<file path="src/rtl/hist_defines.svh">
// ======================================================================
// histogram defines
// widths, depths and Bayer swap shared by the histogram design
// ======================================================================
`ifndef HIST_DEFINES_SVH
`define HIST_DEFINES_SVH

`define HIST_PIX_W      8    // pixel width
`define HIST_COLOR_W    2    // bayer color index

// bin address is color above pixel value
`define HIST_ADDR_W     (`HIST_COLOR_W + `HIST_PIX_W)
`define HIST_BINS       1024 // 4 colors x 256 values
`define HIST_BIN_W      12   // counters stop at 4095
`define HIST_DIM_W      16   // window and counter values

// bit 1 flips line parity, bit 0 flips pixel parity
`define HIST_BAYER_XOR  2'b00

`endif

</file>
<file path="src/rtl/hist_window_cntr.sv">
// ======================================================================
// histogram window counter
// line and pixel counters, window test, bayer color and window end
// ======================================================================
`include "hist_defines.svh"

module hist_window_cntr (
    input  logic                     pclk,
    input  logic                     hist_rst_pclk,
    input  logic                     frame_go_i,  // latch window, start frame
    input  logic                     eof_i,
    input  logic                     hact_i,
    input  logic [`HIST_PIX_W-1:0]   pix_i,
    input  logic [`HIST_DIM_W-1:0]   left_i,
    input  logic [`HIST_DIM_W-1:0]   top_i,
    input  logic [`HIST_DIM_W-1:0]   width_m1_i,
    input  logic [`HIST_DIM_W-1:0]   height_m1_i,
    output logic                     pix_vld_o,   // pixel inside window
    output logic [`HIST_COLOR_W-1:0] pix_color_o,
    output logic [`HIST_PIX_W-1:0]   pix_data_o,
    output logic                     win_done_o
);

    localparam logic [1:0] BAYER_XOR = `HIST_BAYER_XOR;

    logic [`HIST_DIM_W-1:0] left_q, top_q;
    logic [`HIST_DIM_W:0]   x_last, y_last; // one extra bit, no wrap on right edge
    logic [`HIST_DIM_W-1:0] x_q, y_q;       // next pixel, current line
    logic [`HIST_DIM_W-1:0] x_cur, y_cur;   // position of the pixel at the inputs
    logic                   hact_d, active;
    logic                   line_start, hact_fall, in_win, done_w;

    assign line_start = hact_i && !hact_d;
    assign hact_fall  = !hact_i && hact_d;
    assign x_cur      = hact_d ? x_q : '0;             // restart at each line
    assign y_cur      = line_start ? y_q + 1'b1 : y_q; // y_q starts at all ones

    assign in_win = active && hact_i &&
                    (x_cur >= left_q) && ({1'b0, x_cur} <= x_last) &&
                    (y_cur >= top_q)  && ({1'b0, y_cur} <= y_last);

    // last window line ended, or frame cut short
    assign done_w = active && (eof_i || (hact_fall && ({1'b0, y_q} == y_last)));

    always_ff @(posedge pclk) begin
        if (hist_rst_pclk) begin
            hact_d     <= 1'b0;
            active     <= 1'b0;
            pix_vld_o  <= 1'b0;
            win_done_o <= 1'b0;
        end else begin
            hact_d     <= hact_i;
            pix_vld_o  <= in_win;
            win_done_o <= done_w;
            if (frame_go_i)
                active <= 1'b1;
            else if (done_w)
                active <= 1'b0; // single done pulse per frame
        end
    end

    always_ff @(posedge pclk) begin
        if (frame_go_i) begin
            left_q <= left_i;
            top_q  <= top_i;
            x_last <= {1'b0, left_i} + width_m1_i;
            y_last <= {1'b0, top_i} + height_m1_i;
            y_q    <= '1; // first line start wraps to 0
        end else if (active) begin
            y_q <= y_cur;
        end
        if (hact_i)
            x_q <= x_cur + 1'b1;
        pix_data_o  <= pix_i;
        pix_color_o <= {y_cur[0] ^ BAYER_XOR[1], x_cur[0] ^ BAYER_XOR[0]}; // line, pixel
    end

endmodule

</file>
<file path="config.mk">
export PLATFORM = sky130hd
export DESIGN_NAME = hist_window_cntr
export DESIGN_NICKNAME = d
export VERILOG_FILES = /design/src/rtl/hist_window_cntr.sv
export VERILOG_INCLUDE_DIRS = /design/src /design/src/rtl
export SDC_FILE = /design/constraint.sdc
export NUM_CORES = 1
export LEC_CHECK = 0
export BUFFER_PORTS_ARGS = -buffer_cell sky130_fd_sc_hd__buf_2
export CORE_MARGIN = 2
export CORE_UTILIZATION = 55
export DETAILED_ROUTE_END_ITERATION = 6
export PLACE_DENSITY = 0.76
export SKIP_LAST_GASP = 1
export SLEW_MARGIN = 20
export SYNTH_ARGS = -nofsm -noshare
export SYNTH_HDL_FRONTEND = slang
export SYNTH_SLANG_ARGS = --single-unit
</file>
<file path="constraint.sdc">
create_clock -name pclk -period 6.8 [get_ports pclk]
set_input_delay 0.68 -clock pclk [delete_from_list [all_inputs] [get_ports pclk]]
set_output_delay 0.68 -clock pclk [all_outputs]
set_load 0.01 [all_outputs]
</file>
== Word-level counts from Yosys, hierarchy flattened ==
Index checks and enable logic that the tools add are counted.
Word-level totals
  register bits: 112
  bits in latches: 0
  bits in writable memories: 0
  bits in read-only memories: 0
  input port bits: 77
  output and inout port bits: 12
  word-level logic and storage cells: 38
  memories kept: 0
Cells by class
  $add $sub $neg: 4
  $mul: 0
  divide/modulo/power cells: 0
  $lt $le $gt $ge: 4
  equal/unequal tests: 1
  shift operators: 0
  multiplexer cells: 4
  bitwise gates (word level): 0
  reduce and logical (&&, ||, !) cells: 13
Operator list (count)
  $add A16 B16 Y17: 2
  $le A16 B17 Y1: 2
  $add A16 B1 Y16 const B: 2
  $ge A16 B16 Y1: 2
  $mux W16: 2
  $eq A16 B17 Y1: 1
  $logic_and A1 B1 Y1: 9
  $logic_not A1 Y1: 2
  $mux W1: 2
  $reduce_bool A2 Y1: 1
  $logic_or A1 B1 Y1: 1

== Longest topological paths before layout ==
  depth in word-level cells: 7
  gate-level depth with buffers: 14
  depth with buffers taken out: 14

== Worst setup path before layout ==
Ideal clock, no wire load.
  kind: input -> register
  from: in hact_i
  to: reg pix_vld_o
  library setup time: 0.117 ns
  arrival time: 2.720 ns
  setup slack: 3.964 ns
  cell stages on the path: 12
  path through: nand3b_4 -> nor4_4 -> and3_4 -> and2_4 -> nand2_1 -> xnor2_1 -> ha_1 -> nor2b_1 -> o21ai_0 -> o21ai_0 -> a211oi_1 -> and4b_1
On the way
  word-level cells in the longest chain between the ends: 5
RTL lines
  start, declared: line hist_window_cntr.sv:12  | input logic hact_i,
  $logic_and A1 B1 Y1 *: line hist_window_cntr.sv:33  | assign line_start = hact_i && !hact_d;
  $mux W16 *: line hist_window_cntr.sv:36  | assign y_cur = line_start ? y_q + 1'b1 : y_q;
  net y_cur[14]: line hist_window_cntr.sv:29  | logic [`HIST_DIM_W-1:0] x_cur, y_cur;
  $ge A16 B16 Y1: line hist_window_cntr.sv:40  | (y_cur >= top_q) && ({1'b0, y_cur} <= y_last);
  $logic_and A1 B1 Y1: line hist_window_cntr.sv:39  | (x_cur >= left_q) && ({1'b0, x_cur} <= x_last) &&
  $logic_and A1 B1 Y1 *: line hist_window_cntr.sv:40
  end signal, assigned: line hist_window_cntr.sv:53  | pix_vld_o <= in_win;
  end, declared: line hist_window_cntr.sv:18  | output logic pix_vld_o,
The timed path passes the listed nets; every way through them passes the cells marked *.
A chain may end at the register's enable or synchronous reset.

== Final worst setup path ==
Same ends and word-level chain as after synthesis.

==> reports/results.ini <==
[outcome]
status=completed

[drt]
first_pass_iters=5
wl_per_cell_um=15.3
drtIter0Drc=290
drc=0
via_per_inst=5.43
route.antenna.remaining_nets=0
finalWirelength_um=15000
num_vias=5325

[sta]
skew_ns=0.00821
fin_crit_sh=0.498
holdWs_ns=0.422
slew_viol_final=0
min_period_ns=3.38
rsz0062_at_grt=no
setup-violations-final=0
fmax_mhz=296
tns_ns=0
slew_headroom=0.350
final_hold_viol_count=0
tightest_slew_ns=0.976
setup_ws_ns=3.42

[clocking]
h-tree-depth=3
cts_tree=done
clock-root-buffer=clkbuf_16
cts_max_path_buffers=2
numCtsBuffers=9
clock_latency_ns=0.36
clock-sinks=112
ctsHoldBuffers=0
cts_resized=0
cts.reportedPaths.clkPinSlew_ns=0.07
cts_setup_buffers=0

[yosys]
synth_commonest_cells=ha_1 (98), edfxtp_1 (82), inv_1 (82)
synthArstFlopShare=0
synth_seq_cells=112
synth_cell_types=53
syn_area_per_cell_um2=10.3
yosysTopAreaCell=edfxtp_1
synth.top_cell.area_share=0.336
synth_area_leaders=edfxtp_1 (34%), ha_1 (17%), dfxtp_1 (8.2%)
yosysMostFrequentCell=ha_1
syn_nets=889
synth_ff_type=edfxtp_1
yosysSeqAreaShare=0.418
synth-warning-count=0
synth_area_um2=7320
synth_cells=712
synth_edf_count=82

[placement]
gp_congestion=0.869
dp_hpwl_um=11900
post-place-ws_ns=3.08
portBuffers=88

[final_layout]
n_antenna_cell=0
finalNetCount=977
syn_to_final_growth_pct=12.0
fill_cells=1115
final_layout_size_suffix_gt1_frac=0.144

[pwr]
peakVddDrop_mv=0.133
power.leakage_nw=3.78
p_per_area_nw_per_um2=221

[critical_path]
path_class=primary input to flop
cp-end-kind=flop
cp.arrival_ns=3.63
path_max_fanout=21
critPathRequiredTime_ns=7.05
cp-start-kind=primary input

[die]
core_area_um2=13100
chipWidth_um=119
ios=89
rows=42
start_util=0.557
die_y_um=119
die-area_um2=14300

[grt]
overflow=0
grt_pass1_wl_um=25600
antenna_found_initial=0
grt_pass1_vias=5382
globalRouteTotalUtil=0.223
grt_max_degree=84

[run]
drv_cap=0

[min_path]
hold_class=primary input to flop

critical path: stages:
cell      delay, ns
buf_2          0.41
nand3b_4       0.20
nor2_4         0.22
nand3_2        0.19
nor3_4         0.29
nand3_1        0.14
xnor2_1        0.24
ha_1           0.29
a21oi_1        0.16
nor2b_1        0.06
o21ai_0        0.13
o21ai_0        0.10
a211oi_1       0.27
and4b_1        0.23
kinds of logic after synthesis:
kind of cell    after synthesis  synth area share
compound gates              138             0.115
xor+xnor                     84             0.100
fa+ha+maj                   100             0.173
buf+inv                      93            0.0501
flops                       112             0.418
mux                           1           0.00154
simple gates                184             0.142
state kept, by name, summed over array words and instances, names as in the netlist:
signal       flops
y_last          17
hact_d           1
x_last          17
x_q             16
pix_vld_o        1
y_q             16
active           1
pix_data_o       8
left_q          16
top_q           16
pix_color_o      2
win_done_o       1
stage by stage:
stage          total power [mW]  instances   util  area (µm²)
6_report                   1.81        981  0.624        8200
5_1_grt                    1.91        981  0.624        8200
4_1_cts                    1.82        981  0.624        8200
3_5_place_dp               1.32        965  0.603        7930
3_3_place_gp               1.30        965  0.603        7930
2_1_floorplan              1.18        712      -        7320
routing by layer:
layer	vias to the layer above	global-route usage	wire length, µm	part of all wire
li1	2703	-	-	-
met1	2487	0.312	7210	0.48
met3	23	0.0335	554	0.037
met2	112	0.357	6940	0.46
met4	0	0.0743	271	0.018
met5	-	0	0	0
area by class of cell:
| type | instances | area [µm²] | area share |
|---|---|---|---|
| clock inverter | 5 | 41.3 | 0.00504 |
| clock buffer | 11 | 233 | 0.0284 |
| multi-input combinational | 507 | 3890 | 0.475 |
| tap | 176 | 220 | 0.0269 |
| timing repair buffer | 88 | 443 | 0.0540 |
| sequential | 112 | 3060 | 0.374 |
| inverter | 82 | 308 | 0.0375 |
placed cells by master (no fill, tap or decap), types with 16 or more instances in the layout:
cell	instances
ha_1	98
inv_1	82
xor2_1	39
a21o_1	21
buf_2	87
and2_1	17
a21oi_1	51
o21ai_0	28
nor2_1	23
dfxtp_1	30
nand2_1	42
edfxtp_1	82
xnor2_1	45
nand2b_1	16
power by group:
part / internal (mW) / switching, mW
registers: 0.811 / 0.0441
clock network: 0.252 / 0.246
logic: 0.203 / 0.252
total: 1.27 / 0.543
final timing paths:
| kind | startpoint | end | slack, ns | cells after the start |
|---|---|---|---|---|
| hold / removal | pix_i[3] | pix_data_o[3] | 0.42 | 1 |
| setup / recovery | hact_i | pix_vld_o | 3.42 | 14 |
| hold reg to reg | y_q[15] | y_q[15] | 0.57 | 2 |
| setup reg to reg | hact_d | pix_vld_o | 3.51 | 13 |
Note: power is estimated with default switching activity, not from simulation.
