$ cat src/rtl/hist_defines.svh
// ======================================================================
// histogram defines
// widths, depths and Bayer swap shared by the histogram design
// ======================================================================
`ifndef HIST_DEFINES_SVH
`define HIST_DEFINES_SVH

`define HIST_PIX_W      8    // pixel width
`define HIST_COLOR_W    2    // bayer color index

// bin address is color above pixel value
`define HIST_ADDR_W     (`HIST_COLOR_W + `HIST_PIX_W)
`define HIST_BINS       1024 // 4 colors x 256 values
`define HIST_BIN_W      12   // counters stop at 4095
`define HIST_DIM_W      16   // window and counter values

// bit 1 flips line parity, bit 0 flips pixel parity
`define HIST_BAYER_XOR  2'b00

`endif

$ cat src/rtl/hist_pkg.sv
// ======================================================================
// histogram package
// bin address union and frame FSM state type
// ======================================================================
`include "hist_defines.svh"

package hist_pkg;

    typedef struct packed {
        logic [`HIST_COLOR_W-1:0] color; // high part, bayer color
        logic [`HIST_PIX_W-1:0]   pix;   // pixel value
    } hist_bin_fld_t;

    // same 10 bits, flat index for the sweep or fields for the accumulator
    typedef union packed {
        logic [`HIST_ADDR_W-1:0] idx;
        hist_bin_fld_t           fld;
    } hist_bin_addr_u;

    typedef enum logic [2:0] {
        S_CLEAR,   // post-reset RAM wipe
        S_IDLE,    // histogram disabled
        S_ARMED,   // waiting for sof
        S_ACCUM,   // window running, then pipeline drain
        S_READOUT  // bins going out over req/ack
    } hist_state_e;

endpackage

$ cat src/rtl/hist_frame_fsm.sv
// ======================================================================
// histogram frame FSM
// sequences RAM clear, arming, accumulation, drain and readout
// ======================================================================
module hist_frame_fsm (
    input  logic pclk,
    input  logic hist_rst_pclk,
    input  logic hist_en_i,     // graceful enable
    input  logic sof_i,
    input  logic win_done_i,    // window closed
    input  logic sweep_done_i,  // readout or clear finished
    output logic frame_go_o,    // armed sof accepted
    output logic sweep_start_o,
    output logic sweep_clear_o, // sweep without handshake
    output logic busy_o
);

    localparam logic [2:0] DRAIN_CYC = 3'd4; // covers the 3-stage update pipe

    hist_pkg::hist_state_e state;
    logic [2:0]            drain_cnt; // nonzero while draining
    logic                  start_r;

    assign frame_go_o    = (state == hist_pkg::S_ARMED) && sof_i; // same cycle as sof
    assign sweep_start_o = start_r;
    assign sweep_clear_o = (state == hist_pkg::S_CLEAR);
    assign busy_o        = (state == hist_pkg::S_ACCUM) || (state == hist_pkg::S_READOUT);

    always_ff @(posedge pclk) begin
        if (hist_rst_pclk) begin
            state     <= hist_pkg::S_CLEAR;
            drain_cnt <= '0;
            start_r   <= 1'b1; // kicks the clear sweep once reset drops
        end else begin
            start_r <= 1'b0;
            case (state)
                hist_pkg::S_CLEAR, hist_pkg::S_READOUT: begin
                    if (sweep_done_i)
                        state <= hist_en_i ? hist_pkg::S_ARMED : hist_pkg::S_IDLE;
                end
                hist_pkg::S_IDLE: begin
                    if (hist_en_i)
                        state <= hist_pkg::S_ARMED;
                end
                hist_pkg::S_ARMED: begin
                    if (frame_go_o)
                        state <= hist_pkg::S_ACCUM;
                    else if (!hist_en_i)
                        state <= hist_pkg::S_IDLE; // not committed yet, safe to drop
                end
                hist_pkg::S_ACCUM: begin
                    if (drain_cnt != '0) begin
                        drain_cnt <= drain_cnt - 1'b1;
                        if (drain_cnt == 3'd1) begin // last write has landed
                            start_r <= 1'b1;
                            state   <= hist_pkg::S_READOUT;
                        end
                    end else if (win_done_i) begin
                        drain_cnt <= DRAIN_CYC;
                    end
                end
                default: state <= hist_pkg::S_CLEAR;
            endcase
        end
    end

endmodule

$ cat config.mk
export PLATFORM = sky130hd
export DESIGN_NAME = hist_frame_fsm
export DESIGN_NICKNAME = d
export VERILOG_FILES = /design/src/rtl/hist_pkg.sv /design/src/rtl/hist_frame_fsm.sv
export VERILOG_INCLUDE_DIRS = /design/src /design/src/rtl
export SDC_FILE = /design/constraint.sdc
export NUM_CORES = 1
export LEC_CHECK = 0
export ABC_CLOCK_PERIOD_IN_PS = 2700
export BUFFER_PORTS_ARGS = -buffer_cell sky130_fd_sc_hd__buf_2
export CORE_AREA = 2 2 39 41
export CTS_CLUSTER_SIZE = 30
export DETAILED_ROUTE_END_ITERATION = 7
export DIE_AREA = 0 0 41 43
export SLEW_MARGIN = 20
export SYNTH_ARGS = -nofsm -noshare
export SYNTH_HDL_FRONTEND = slang
export SYNTH_SLANG_ARGS = --single-unit
$ cat constraint.sdc
create_clock -name pclk -period 2.7 [get_ports pclk]
set_input_delay 0.405 -clock pclk [delete_from_list [all_inputs] [get_ports pclk]]
set_output_delay 0.405 -clock pclk [all_outputs]
set_load 0.02 [all_outputs]
== Word level (Yosys, flattened, before mapping) ==
Cells that the tools add are included.

* Add/sub/neg operators: 1
* Multipliers: 0
* Divide/modulo/power cells: 0
* $lt $le $gt $ge: 0
* Equal/unequal tests: 10
* Shifts and indexed selects: 0
* Mux-type cells: 13
* Bitwise gates (word level): 0
* Reductions and logical operators: 8

{| class="wikitable"
|+ Operator list
! kind !! count
|-
| two-way mux 3 bit || 8
|-
| case mux 3 bit (4 select lines) || 1
|-
| == test 3 x 1 -> 1 bit (second input constant) || 2
|-
| == test 3 x 2 -> 1 bit (second input constant) || 2
|-
| AND reduction 5 bit || 1
|-
| inequality test 2 x 1 -> 1 bit (second input constant) || 2
|-
| inequality test 2 bit (second input constant) || 2
|-
| == test 3 bit (second input constant) || 1
|-
| zero test 3 bit || 1
|-
| two-way mux 1 bit || 3
|-
| inequality test 3 bit (second input constant) || 1
|-
| nonzero test 3 bit || 1
|-
| subtractor 3 x 1 -> 3 bit (second input constant) || 1
|-
| two-way mux 2 bit || 1
|-
| AND reduction 2 bit || 1
|-
| nonzero test 2 bit || 1
|-
| OR reduction 2 bit || 1
|-
| logical AND 1 bit || 1
|-
| logical OR 1 bit || 1
|}

* Register bits: 7
* Bits in latches: 0
* RAM bits: 0
* Bits in read-only memories: 0
* Input port bits: 6
* Output and inout port bits: 4
* Word-level logic and storage cells: 35
* Memories kept: 0

== Depth between registers and ports, before layout ==
Gate-level depths: netlist of the first run.

* Word-level depth: 4
* Mapped depth: 5
* Depth with buffers taken out: 4

== Least setup slack after synthesis of the first run ==
No wires, ideal clock.

* Kind: register to output
* Start point: register state[0]
* End point: output frame_go_o
* Arrival: 1.070 ns
* Required time: 2.295 ns
* Slack: 1.225 ns
* Stages on the path, launching flop included: 4
* Path buffers: 1
* Cell sequence: dfxtp_1 buf_6 or3b_1 nor2_2

* Longest elaborated chain between the ends: 2

{| class="wikitable"
|+ RTL lines
! item !! RTL line !! source
|-
| from (decl) || hist_frame_fsm.sv:20 || <nowiki>hist_pkg::hist_state_e state;</nowiki>
|-
| from (signal assigned) || hist_frame_fsm.sv:31 || <nowiki>state <= hist_pkg::S_CLEAR;</nowiki>
|-
| from (signal assigned) || hist_frame_fsm.sv:39 || <nowiki>state <= hist_en_i ? hist_pkg::S_ARMED : hist_pkg::S_IDLE;</nowiki>
|-
| from (signal assigned) || hist_frame_fsm.sv:43 || <nowiki>state <= hist_pkg::S_ARMED;</nowiki>
|-
| == test 3 x 2 -> 1 bit || hist_frame_fsm.sv:24 || <nowiki>assign frame_go_o = (state == hist_pkg::S_ARMED) && sof_i;</nowiki>
|-
| logical AND 1 bit || hist_frame_fsm.sv:24 ||
|-
| to (decl) || hist_frame_fsm.sv:12 || <nowiki>output logic frame_go_o,</nowiki>
|}

Every way passes these cells.

== Worst setup path after layout of the first run ==
* Start point: register state[1]
* End point: output frame_go_o

Same word-level chain as after synthesis.

==> results by group, run 1 <==
Synthesis
  • Sequential fraction of the synthesis area: 0.327
  • Count of warnings emitted by yosys: 0
  • Synth cell types: 25
  • Synth Register Bits: 7
  • Synthesized net count: 54
  • Synth Area per Inst: 8.94 um^2
  • Post-Synthesis Cell Area: 429 um^2
  • Post-Synthesis Cells: 48

Cells and area
  • # fillers: 150
  • Non-filler instance count after layout: 75
  • Antenna Cells: 0
  • Most frequent cells in the layout: 9 x buf_2, 7 x dfxtp_1, 4 x nor2_1
  • Layout cells sized above 1: 0.373
  • Final instance area: 499 um^2
  • Final nets: 66
  • Most common cell after layout, fill and taps aside: buf_2
  • Area grow syn2layout: 16.3%

Timing
  • Final worst path period share: 0.710
  • Layout Skew: 0.00769 ns
  • Final min period: 1.92 ns
  • Slew @ Worst Pin: 0.325 ns
  • Setup ws final: 0.783 ns
  • # setup viols final: 0
  • Top achievable clock speed: 0.522 GHz
  • Final Max Slew Viols: 0
  • Final TNS setup: 0 ns
  • RSZ-0062 raised after global routing: no
  • Endpoints failing hold: 0
  • Slew margin rel.: 0.783

Critical path
  • Crit Path Max Fanout: 9
  • Crit path launch type: flip-flop
  • Internal reg-to-reg setup slack: 1.26 ns
  • Crit path kind: reg -> out
  • Critical path data arrival time: 1.51 ns
  • CP required: 2.30 ns
  • Setup crit end kind: output pin

GRT
  • GRT overflow: 0
  • Vias in the first global route: 317
  • Antenna violations before repair: 0
  • Largest net degree at the start of global routing: 10
  • First-pass GRT wire length: 1.28 mm
  • Tot GR Track Use: 0.114

Detailed routing
  • Detail Route Antenna Nets: 0
  • First-pass DRT Iterations: 4
  • Post-DR wirelength/cell: 10.3 um
  • Wire length on met3: 66 um
  • Met2 WL post-DR: 355 um
  • Vias per Instance: 4.89
  • DRC Markers: 0
  • Routed vias: 367
  • Top metal layer carrying routed signals: met4
  • Initial DRC Count: 6
  • Total wire length: 769 um
  • Wl on met1: 336 um

Pwr
  • Maximum VDD drop: 197 uV
  • Pwr Density: 590 mW/mm^2
  • Total power: 0.000295 W
  • LEAKAGE: 0.220 nW

Die
  • Vert. Die Dim: 43 um
  • Core area: 0.00138 mm^2
  • Die X: 41 um
  • Total die area: 0.00176 mm^2
  • Top Ports: 10
  • Initial Util: 0.310
  • Row count: 14

Flow run
  • MaxCap Viol Count: 0

CTS
  • Total setup buffers inserted after CTS: 0
  • CTS tree: yes
  • Post_cts resized: 0
  • TritonCTS buffer count: 3
  • Clock root buffer: clkbuf_4
  • CTS Hold Bufs: 0
  • Num Clock Sinks: 7
  • Worst skew pair latency: 0.26 ns
  • Clock Tree Buf Depth: 2
  • H-tree depth: 1
  • Reg clk slew, reported paths: 0.06 ns

Min path
  • Hold Crit Class: in -> reg

Place
  • Gpl congestion: 0.754
  • Cell Area, Placed: 472 um^2
  • Dpl hpwl: 561 um
  • Placed Cells: 71
  • Number of I/O port buffers: 9
  • Worst slack, placed: 1.06 ns

Status
  • Status: finished clean
kinds of logic after synthesis:
group | Yosys count | synth area share
compound gates | 12 | 0.198
buf+inv | 5 | 0.0787
flops | 7 | 0.327
mux | 2 | 0.0466
simple gates | 22 | 0.350
routing by layer:
layer | GRT usage | vias to the layer above
met5 | 0 | -
met4 | 0.0800 | 0
met3 | 0.0681 | 2
met2 | 0.163 | 14
met1 | 0.119 | 157
li1 | - | 194
sequential cells by signal, summed over array words and instances, names as in the netlist:
register       count
state              3
drain_cnt          3
sweep_start_o      1
final cells by class:
type	count	area, um^2	share of cell area
clock inverter	1	5.00	0.0100
tap	16	20.0	0.0401
sequential	7	140	0.281
inverter	3	11.3	0.0226
timing repair buffer	9	45.0	0.0902
clock buffer	3	22.5	0.0451
multi-input combinational	36	255	0.511
cells in the mapped netlist:
cell / instances / share of area
a21oi_1: 2 / 0.023
nor2_1: 4 / 0.035
a21oi_2: 2 / 0.041
or3b_1: 2 / 0.041
nor2_2: 1 / 0.015
o21ai_1: 1 / 0.012
o21ai_0: 3 / 0.035
nor3b_2: 1 / 0.029
nand2_1: 2 / 0.017
or4b_1: 1 / 0.023
a211oi_1: 1 / 0.017
o22ai_2: 1 / 0.029
dfxtp_1: 7 / 0.33
o22ai_1: 1 / 0.015
nand3b_4: 1 / 0.047
buf_6: 2 / 0.052
nor2b_1: 1 / 0.015
or2_2: 1 / 0.015
nand2b_1: 2 / 0.029
or3_1: 2 / 0.029
mux2i_1: 2 / 0.047
nor3_1: 3 / 0.035
or2b_2: 1 / 0.020
o221a_2: 1 / 0.026
inv_1: 3 / 0.026
critical path, stage by stage, from the launching register on:
cell     delay, ns
dfxtp_1       0.51
or3b_1        0.45
nor2_2        0.12
buf_2         0.17
per-stage QoR:
step | utilization | hold slack, ns
2_1_floorplan | - | 0.464
3_3_place_gp | 0.341 | 0.496
3_5_place_dp | 0.341 | 0.498
4_1_cts | 0.361 | 0.399
5_1_grt | 0.361 | 0.417
6_report | 0.361 | 0.407
power by group:
| group | switching [W] | internal [W] |
|---|---|---|
| sequential | 0.0000148 | 0.000111 |
| clock | 0.0000443 | 0.0000544 |
| combinational | 0.0000373 | 0.0000329 |
final timing paths:
path,end,start,cells past startpoint
setup reg to reg,state[2],state[1],4
hold / removal,state[2],hist_rst_pclk,2
setup / recovery,frame_go_o,state[1],3
hold reg to reg,drain_cnt[0],drain_cnt[0],2
Power figures use the tool's default switching activity.
==> run 2, diff against run 1 <==
ABC_CLOCK_PERIOD_IN_PS = 1800   (was 2700)
clock period = 1.8 ns   (was 2.7 ns; I/O delays follow)
==> results by group, run 2 (synthesis gave the netlist of run 1 again) <==
CTS
  • TritonCTS buffer count: 3 (unchanged)
  • Post_cts resized: 0 (unchanged)
  • Reg clk slew, reported paths: 0.05 ns (about the same)
  • CTS tree: yes
  • CTS Hold Bufs: 0 (unchanged)
  • Num Clock Sinks: 7 (unchanged)
  • Clock root buffer: clkbuf_4
  • Clock Tree Buf Depth: 2 (unchanged)
  • Total setup buffers inserted after CTS: 0 (unchanged)
  • H-tree depth: 1 (unchanged)
  • Worst skew pair latency: 0.25 ns (about the same)

Cells and area
  • Antenna Cells: 0 (unchanged)
  • Area of the multi-input gates: 255 um^2 (unchanged)
  • Final instance area: 505 um^2 (+1.3%)
  • Final Core Density: 0.365 (+0.00452)
  • Layout cells sized above 1: 0.367 (-0.00621)
  • Area grow syn2layout: 17.8%
  • Final nets: 67 (+1.5%)
  • Register area: 140 um^2 (unchanged)
  • # fillers: 144 (-4.0%)
  • Most frequent cells in the layout: 9 x buf_2, 7 x dfxtp_1, 4 x nor2_1
  • Most common cell after layout, fill and taps aside: buf_2

Critical path
  • Slowest-stage cell, CP: or3b_1
  • Setup crit end kind: output pin
  • CP top delay family: simple AND/OR/NAND/NOR gates
  • Crit path kind: reg -> out
  • CP required: 1.53 ns (-0.77 ns)
  • Worst Setup SP: state[0]
  • Crit Path Max Fanout: 8 (-1)
  • Critical Path Max Stage Delay: 0.47 ns (-0.04 ns)
  • Crit path cell chain: or3b_1, nor2_2, buf_2
  • Bufs and invs on worst path: 1 (unchanged)
  • Critical path data arrival time: 1.39 ns (-0.12 ns)
  • Worst R2R Start: state[0]
  • Crit path launch type: flip-flop

Timing
  • Slew @ Worst Pin: 0.281 ns (-0.0432 ns)
  • Top achievable clock speed: 0.601 GHz
  • Final min period: 1.66 ns
  • Final Max Slew Viols: 0 (unchanged)
  • Final TNS setup: 0 ns (unchanged)
  • Layout Skew: 0.00657 ns (-0.00112 ns)
  • Setup ws final: 0.136 ns (-0.647 ns)
  • Min Hold Slack: 0.279 ns (-0.128 ns)
  • Endpoints failing hold: 0 (unchanged)
  • Slew margin rel.: 0.812 (+0.0289)
  • RSZ-0062 raised after global routing: no
  • Final worst path period share: 0.924
  • # setup viols final: 0 (unchanged)

Detailed routing
  • DRC Markers: 0 (unchanged)
  • First-pass DRT Iterations: 4 (unchanged)
  • Total wire length: 751 um (-2.3%)
  • Vias per Instance: 4.95 (+1.1%)
  • Routed vias: 376 (+2.5%)
  • Initial DRC Count: 7 (+1)
  • Detail Route Antenna Nets: 0 (unchanged)
  • Post-DR wirelength/cell: 9.88 um (-3.6%)

GRT
  • Vias in the first global route: 321 (+1.3%)
  • Antenna violations before repair: 0 (unchanged)
  • GRT overflow: 0 (unchanged)
  • First-pass GRT wire length: 1.27 mm (-0.55%)
  • Largest net degree at the start of global routing: 10 (unchanged)
  • Tot GR Track Use: 0.109 (-0.00502)

Die
  • Vert. Die Dim: 43 um (unchanged)
  • Top Ports: 10 (unchanged)
  • Total die area: 0.00176 mm^2 (unchanged)
  • Core area: 0.00138 mm^2 (unchanged)
  • Die X: 41 um (unchanged)
  • Row count: 14 (unchanged)
  • Initial Util: 0.310 (unchanged)

Pwr
  • LEAKAGE: 0.222 nW (+1.1%)
  • Pwr Density: 873 mW/mm^2 (+48%)
  • Maximum VDD drop: 302 uV (+53%)

Place
  • Gpl congestion: 0.688 (-8.8%)
  • Cell Area, Placed: 479 um^2 (+1.6%)
  • Dpl hpwl: 587 um (+4.7%)
  • Worst slack, placed: 0.393 ns (-0.662 ns)
  • Number of I/O port buffers: 9 (unchanged)

Min path
  • Hold_sp: hist_rst_pclk
  • Hold Crit Class: in -> reg

Status
  • Status: finished clean

Flow run
  • MaxCap Viol Count: 0 (unchanged)
==> run 2: through the flow <==
stage	cells	total power [W]
after CTS	76	0.000448
final	76	0.000441
after global routing	76	0.000472
after global placement	72	0.000304
after detailed placement	72	0.000304
after floorplan	48	0.000284
==> run 2: report_power, final <==
group / switching, W / leakage [nW] / internal [W]
clock: 0.0000564 / 0.0150 / 0.0000845
combinational: 0.0000654 / 0.150 / 0.0000540
sequential: 0.0000146 / 0.0573 / 0.000167
total: 0.000136 / 0.222 / 0.000305
==> run 2: final cells by class <==
type                    count  share of cell area
flip-flops and latches      7               0.277
inverters                   3              0.0223
repair buffers             10               0.104
multi-input cells          36               0.505
clock buffers               4              0.0520
well taps                  16              0.0396
==> run 2: final timing paths <==
| kind | endpoint | slack (ns) | cells past startpoint |
|---|---|---|---|
| setup / recovery | frame_go_o | 0.14 | 3 |
| hold / removal | state[2] | 0.28 | 2 |
| setup reg to reg | state[2] | 0.38 | 4 |
| hold reg to reg | drain_cnt[0] | 0.51 | 2 |
==> run 2: layer usage <==
metal / routed length (um) / track usage
met1: 383 / 0.141
met2: 327 / 0.138
met3: 29 / 0.0471
met4: 11 / 0.0800
met5: 0 / 0
==> run 3, diff against run 2 <==
PLACE_DENSITY_LB_ADDON = 0.05   (was not set)
==> results by group, run 3 (synthesis gave the netlist of run 1 again) <==
Detailed routing
  • Routed vias: 371 (-1.3%)
  • Vias per Instance: 4.95 (about the same)
  • Initial DRC Count: 6 (-1)
  • Total wire length: 906 um (+21%)
  • Detail Route Antenna Nets: 0 (unchanged)
  • DRC Markers: 0 (unchanged)
  • Post-DR wirelength/cell: 12.1 um (+22%)
  • First-pass DRT Iterations: 3 (-1)

CTS
  • Worst skew pair latency: 0.25 ns (about the same)
  • Num Clock Sinks: 7 (unchanged)
  • Total setup buffers inserted after CTS: 0 (unchanged)
  • Reg clk slew, reported paths: 0.05 ns (about the same)
  • Clock Tree Buf Depth: 2 (unchanged)
  • TritonCTS buffer count: 3 (unchanged)
  • CTS tree: yes
  • Clock root buffer: clkbuf_4
  • H-tree depth: 1 (unchanged)

Die
  • Vert. Die Dim: 43 um (unchanged)
  • Total die area: 0.00176 mm^2 (unchanged)
  • Top Ports: 10 (unchanged)
  • Initial Util: 0.310 (unchanged)
  • Row count: 14 (unchanged)
  • Die X: 41 um (unchanged)
  • Core area: 0.00138 mm^2 (unchanged)

Critical path
  • Critical path data arrival time: 1.41 ns (+0.02 ns)
  • CP required: 1.53 ns (about the same)
  • Crit Path Max Fanout: 8 (unchanged)
  • Setup crit end kind: output pin
  • Crit path launch type: flip-flop
  • Crit path kind: reg -> out

Cells and area
  • Most frequent cells in the layout: 9 x buf_2, 6 x dfxtp_1, 4 x nor2_1
  • Antenna Cells: 0 (unchanged)
  • Final nets: 66 (-1.5%)
  • Layout cells sized above 1: 0.373 (+0.00621)
  • Area grow syn2layout: 16.3%
  • Most common cell after layout, fill and taps aside: buf_2

GRT
  • Tot GR Track Use: 0.136 (+0.0264)
  • GRT overflow: 0 (unchanged)
  • Antenna violations before repair: 0 (unchanged)
  • Vias in the first global route: 362 (+13%)
  • Largest net degree at the start of global routing: 10 (unchanged)
  • First-pass GRT wire length: 1.51 mm (+19%)

Pwr
  • Internal power: 0.000301 W (-1.2%)
  • Comb pwr share: 0.243 (-0.027)
  • Switching Share: 0.317 (+0.00780)
  • Pwr Density: 884 mW/mm^2 (+1.2%)
  • Reg power frac: 0.431 (+0.021)
  • Maximum VDD drop: 265 uV (-12%)
  • LEAKAGE: 0.217 nW (-2.2%)
  • Clock power share: 0.325 (+0.006)
  • Total power: 0.000441 W (about the same)
  • Sw power: 0.000140 W (+2.5%)

Status
  • Status: finished clean

Timing
  • Top achievable clock speed: 0.597 GHz (-0.68%)
  • RSZ-0062 raised after global routing: no
  • Slew margin rel.: 0.788 (-0.0244)
  • Final TNS setup: 0 ns (unchanged)
  • Final min period: 1.68 ns (+0.0114 ns)
  • Final Max Slew Viols: 0 (unchanged)
  • Layout Skew: 0.000952 ns (-0.00562 ns)
  • Slew @ Worst Pin: 0.318 ns (+0.0365 ns)
  • Endpoints failing hold: 0 (unchanged)
  • # setup viols final: 0 (unchanged)
  • Final worst path period share: 0.931 (+0.00634)

Flow run
  • MaxCap Viol Count: 0 (unchanged)

Place
  • Dpl hpwl: 704 um (+20%)
  • Number of I/O port buffers: 9 (unchanged)
  • Gpl congestion: 0.770 (+12%)

Min path
  • Hold Crit Class: in -> reg
==> run 3: changes by cell type in the layout (fill, tap and decap cells not counted) <==
cell     delta
dfxtp_1     -1
buf_4       -1
dfxtp_2     +1
==> run 3: power groups by stage <==
stage	clock network (W)	logic (W)	registers, W
2_1_floorplan	0	0.000107	0.000177
3_3_place_gp	0	0.000107	0.000191
3_5_place_dp	0	0.000109	0.000194
4_1_cts	0.000152	0.000109	0.000190
5_1_grt	0.000162	0.000117	0.000194
6_report	0.000144	0.000107	0.000190
==> run 3: through the flow <==
step           area, um^2   util  std cells  hold WS, ns  setup WS (ns)
3_3_place_gp          472  0.341         71        0.495          0.328
4_1_cts               498  0.360         75        0.264         0.0117
6_report              499  0.361         75        0.276          0.125
2_1_floorplan         429      -         48        0.332          0.460
5_1_grt               499  0.361         75        0.263         0.0569
3_5_place_dp          472  0.341         71        0.501          0.297
==> run 3: timing repair <==
item,4_1_cts,5_1_grt
resized for setup,0,1
setup endpoints to repair,0,1
hold buffers,0,0
==> run 3: path summary, 6_finish.rpt <==
path	from	to	slack (ns)	depth (start not counted)
worst max-delay path	state[0]	frame_go_o	0.12	3
worst min-delay path	hist_rst_pclk	state[2]	0.28	2
worst max register to register	state[0]	sweep_start_o	0.34	4
worst min register to register	drain_cnt[0]	drain_cnt[0]	0.51	2
==> run 3: layout make-up <==
cell class                 instances  area (um^2)
clock buffer                       4         26.3
fill                             151          885
inverter                           3         11.3
multi-input combinational         36          255
sequential                         7          141
tap                               16         20.0
timing repair buffer               9         45.0
==> run 3: worst max-delay path: stages, from the launching register on <==
cell and delay [ns]:
dfxtp_1 0.40, or3b_1 0.47, nor2_2 0.12, buf_2 0.17
==> run 3: routing by layer <==
metal  GRT usage  up-vias  wire length (um)
met5           0        -                 0
li1            -      191                 -
met1       0.139      170               372
met2       0.203        8               473
met4       0.120        0                19
met3      0.0471        2                40
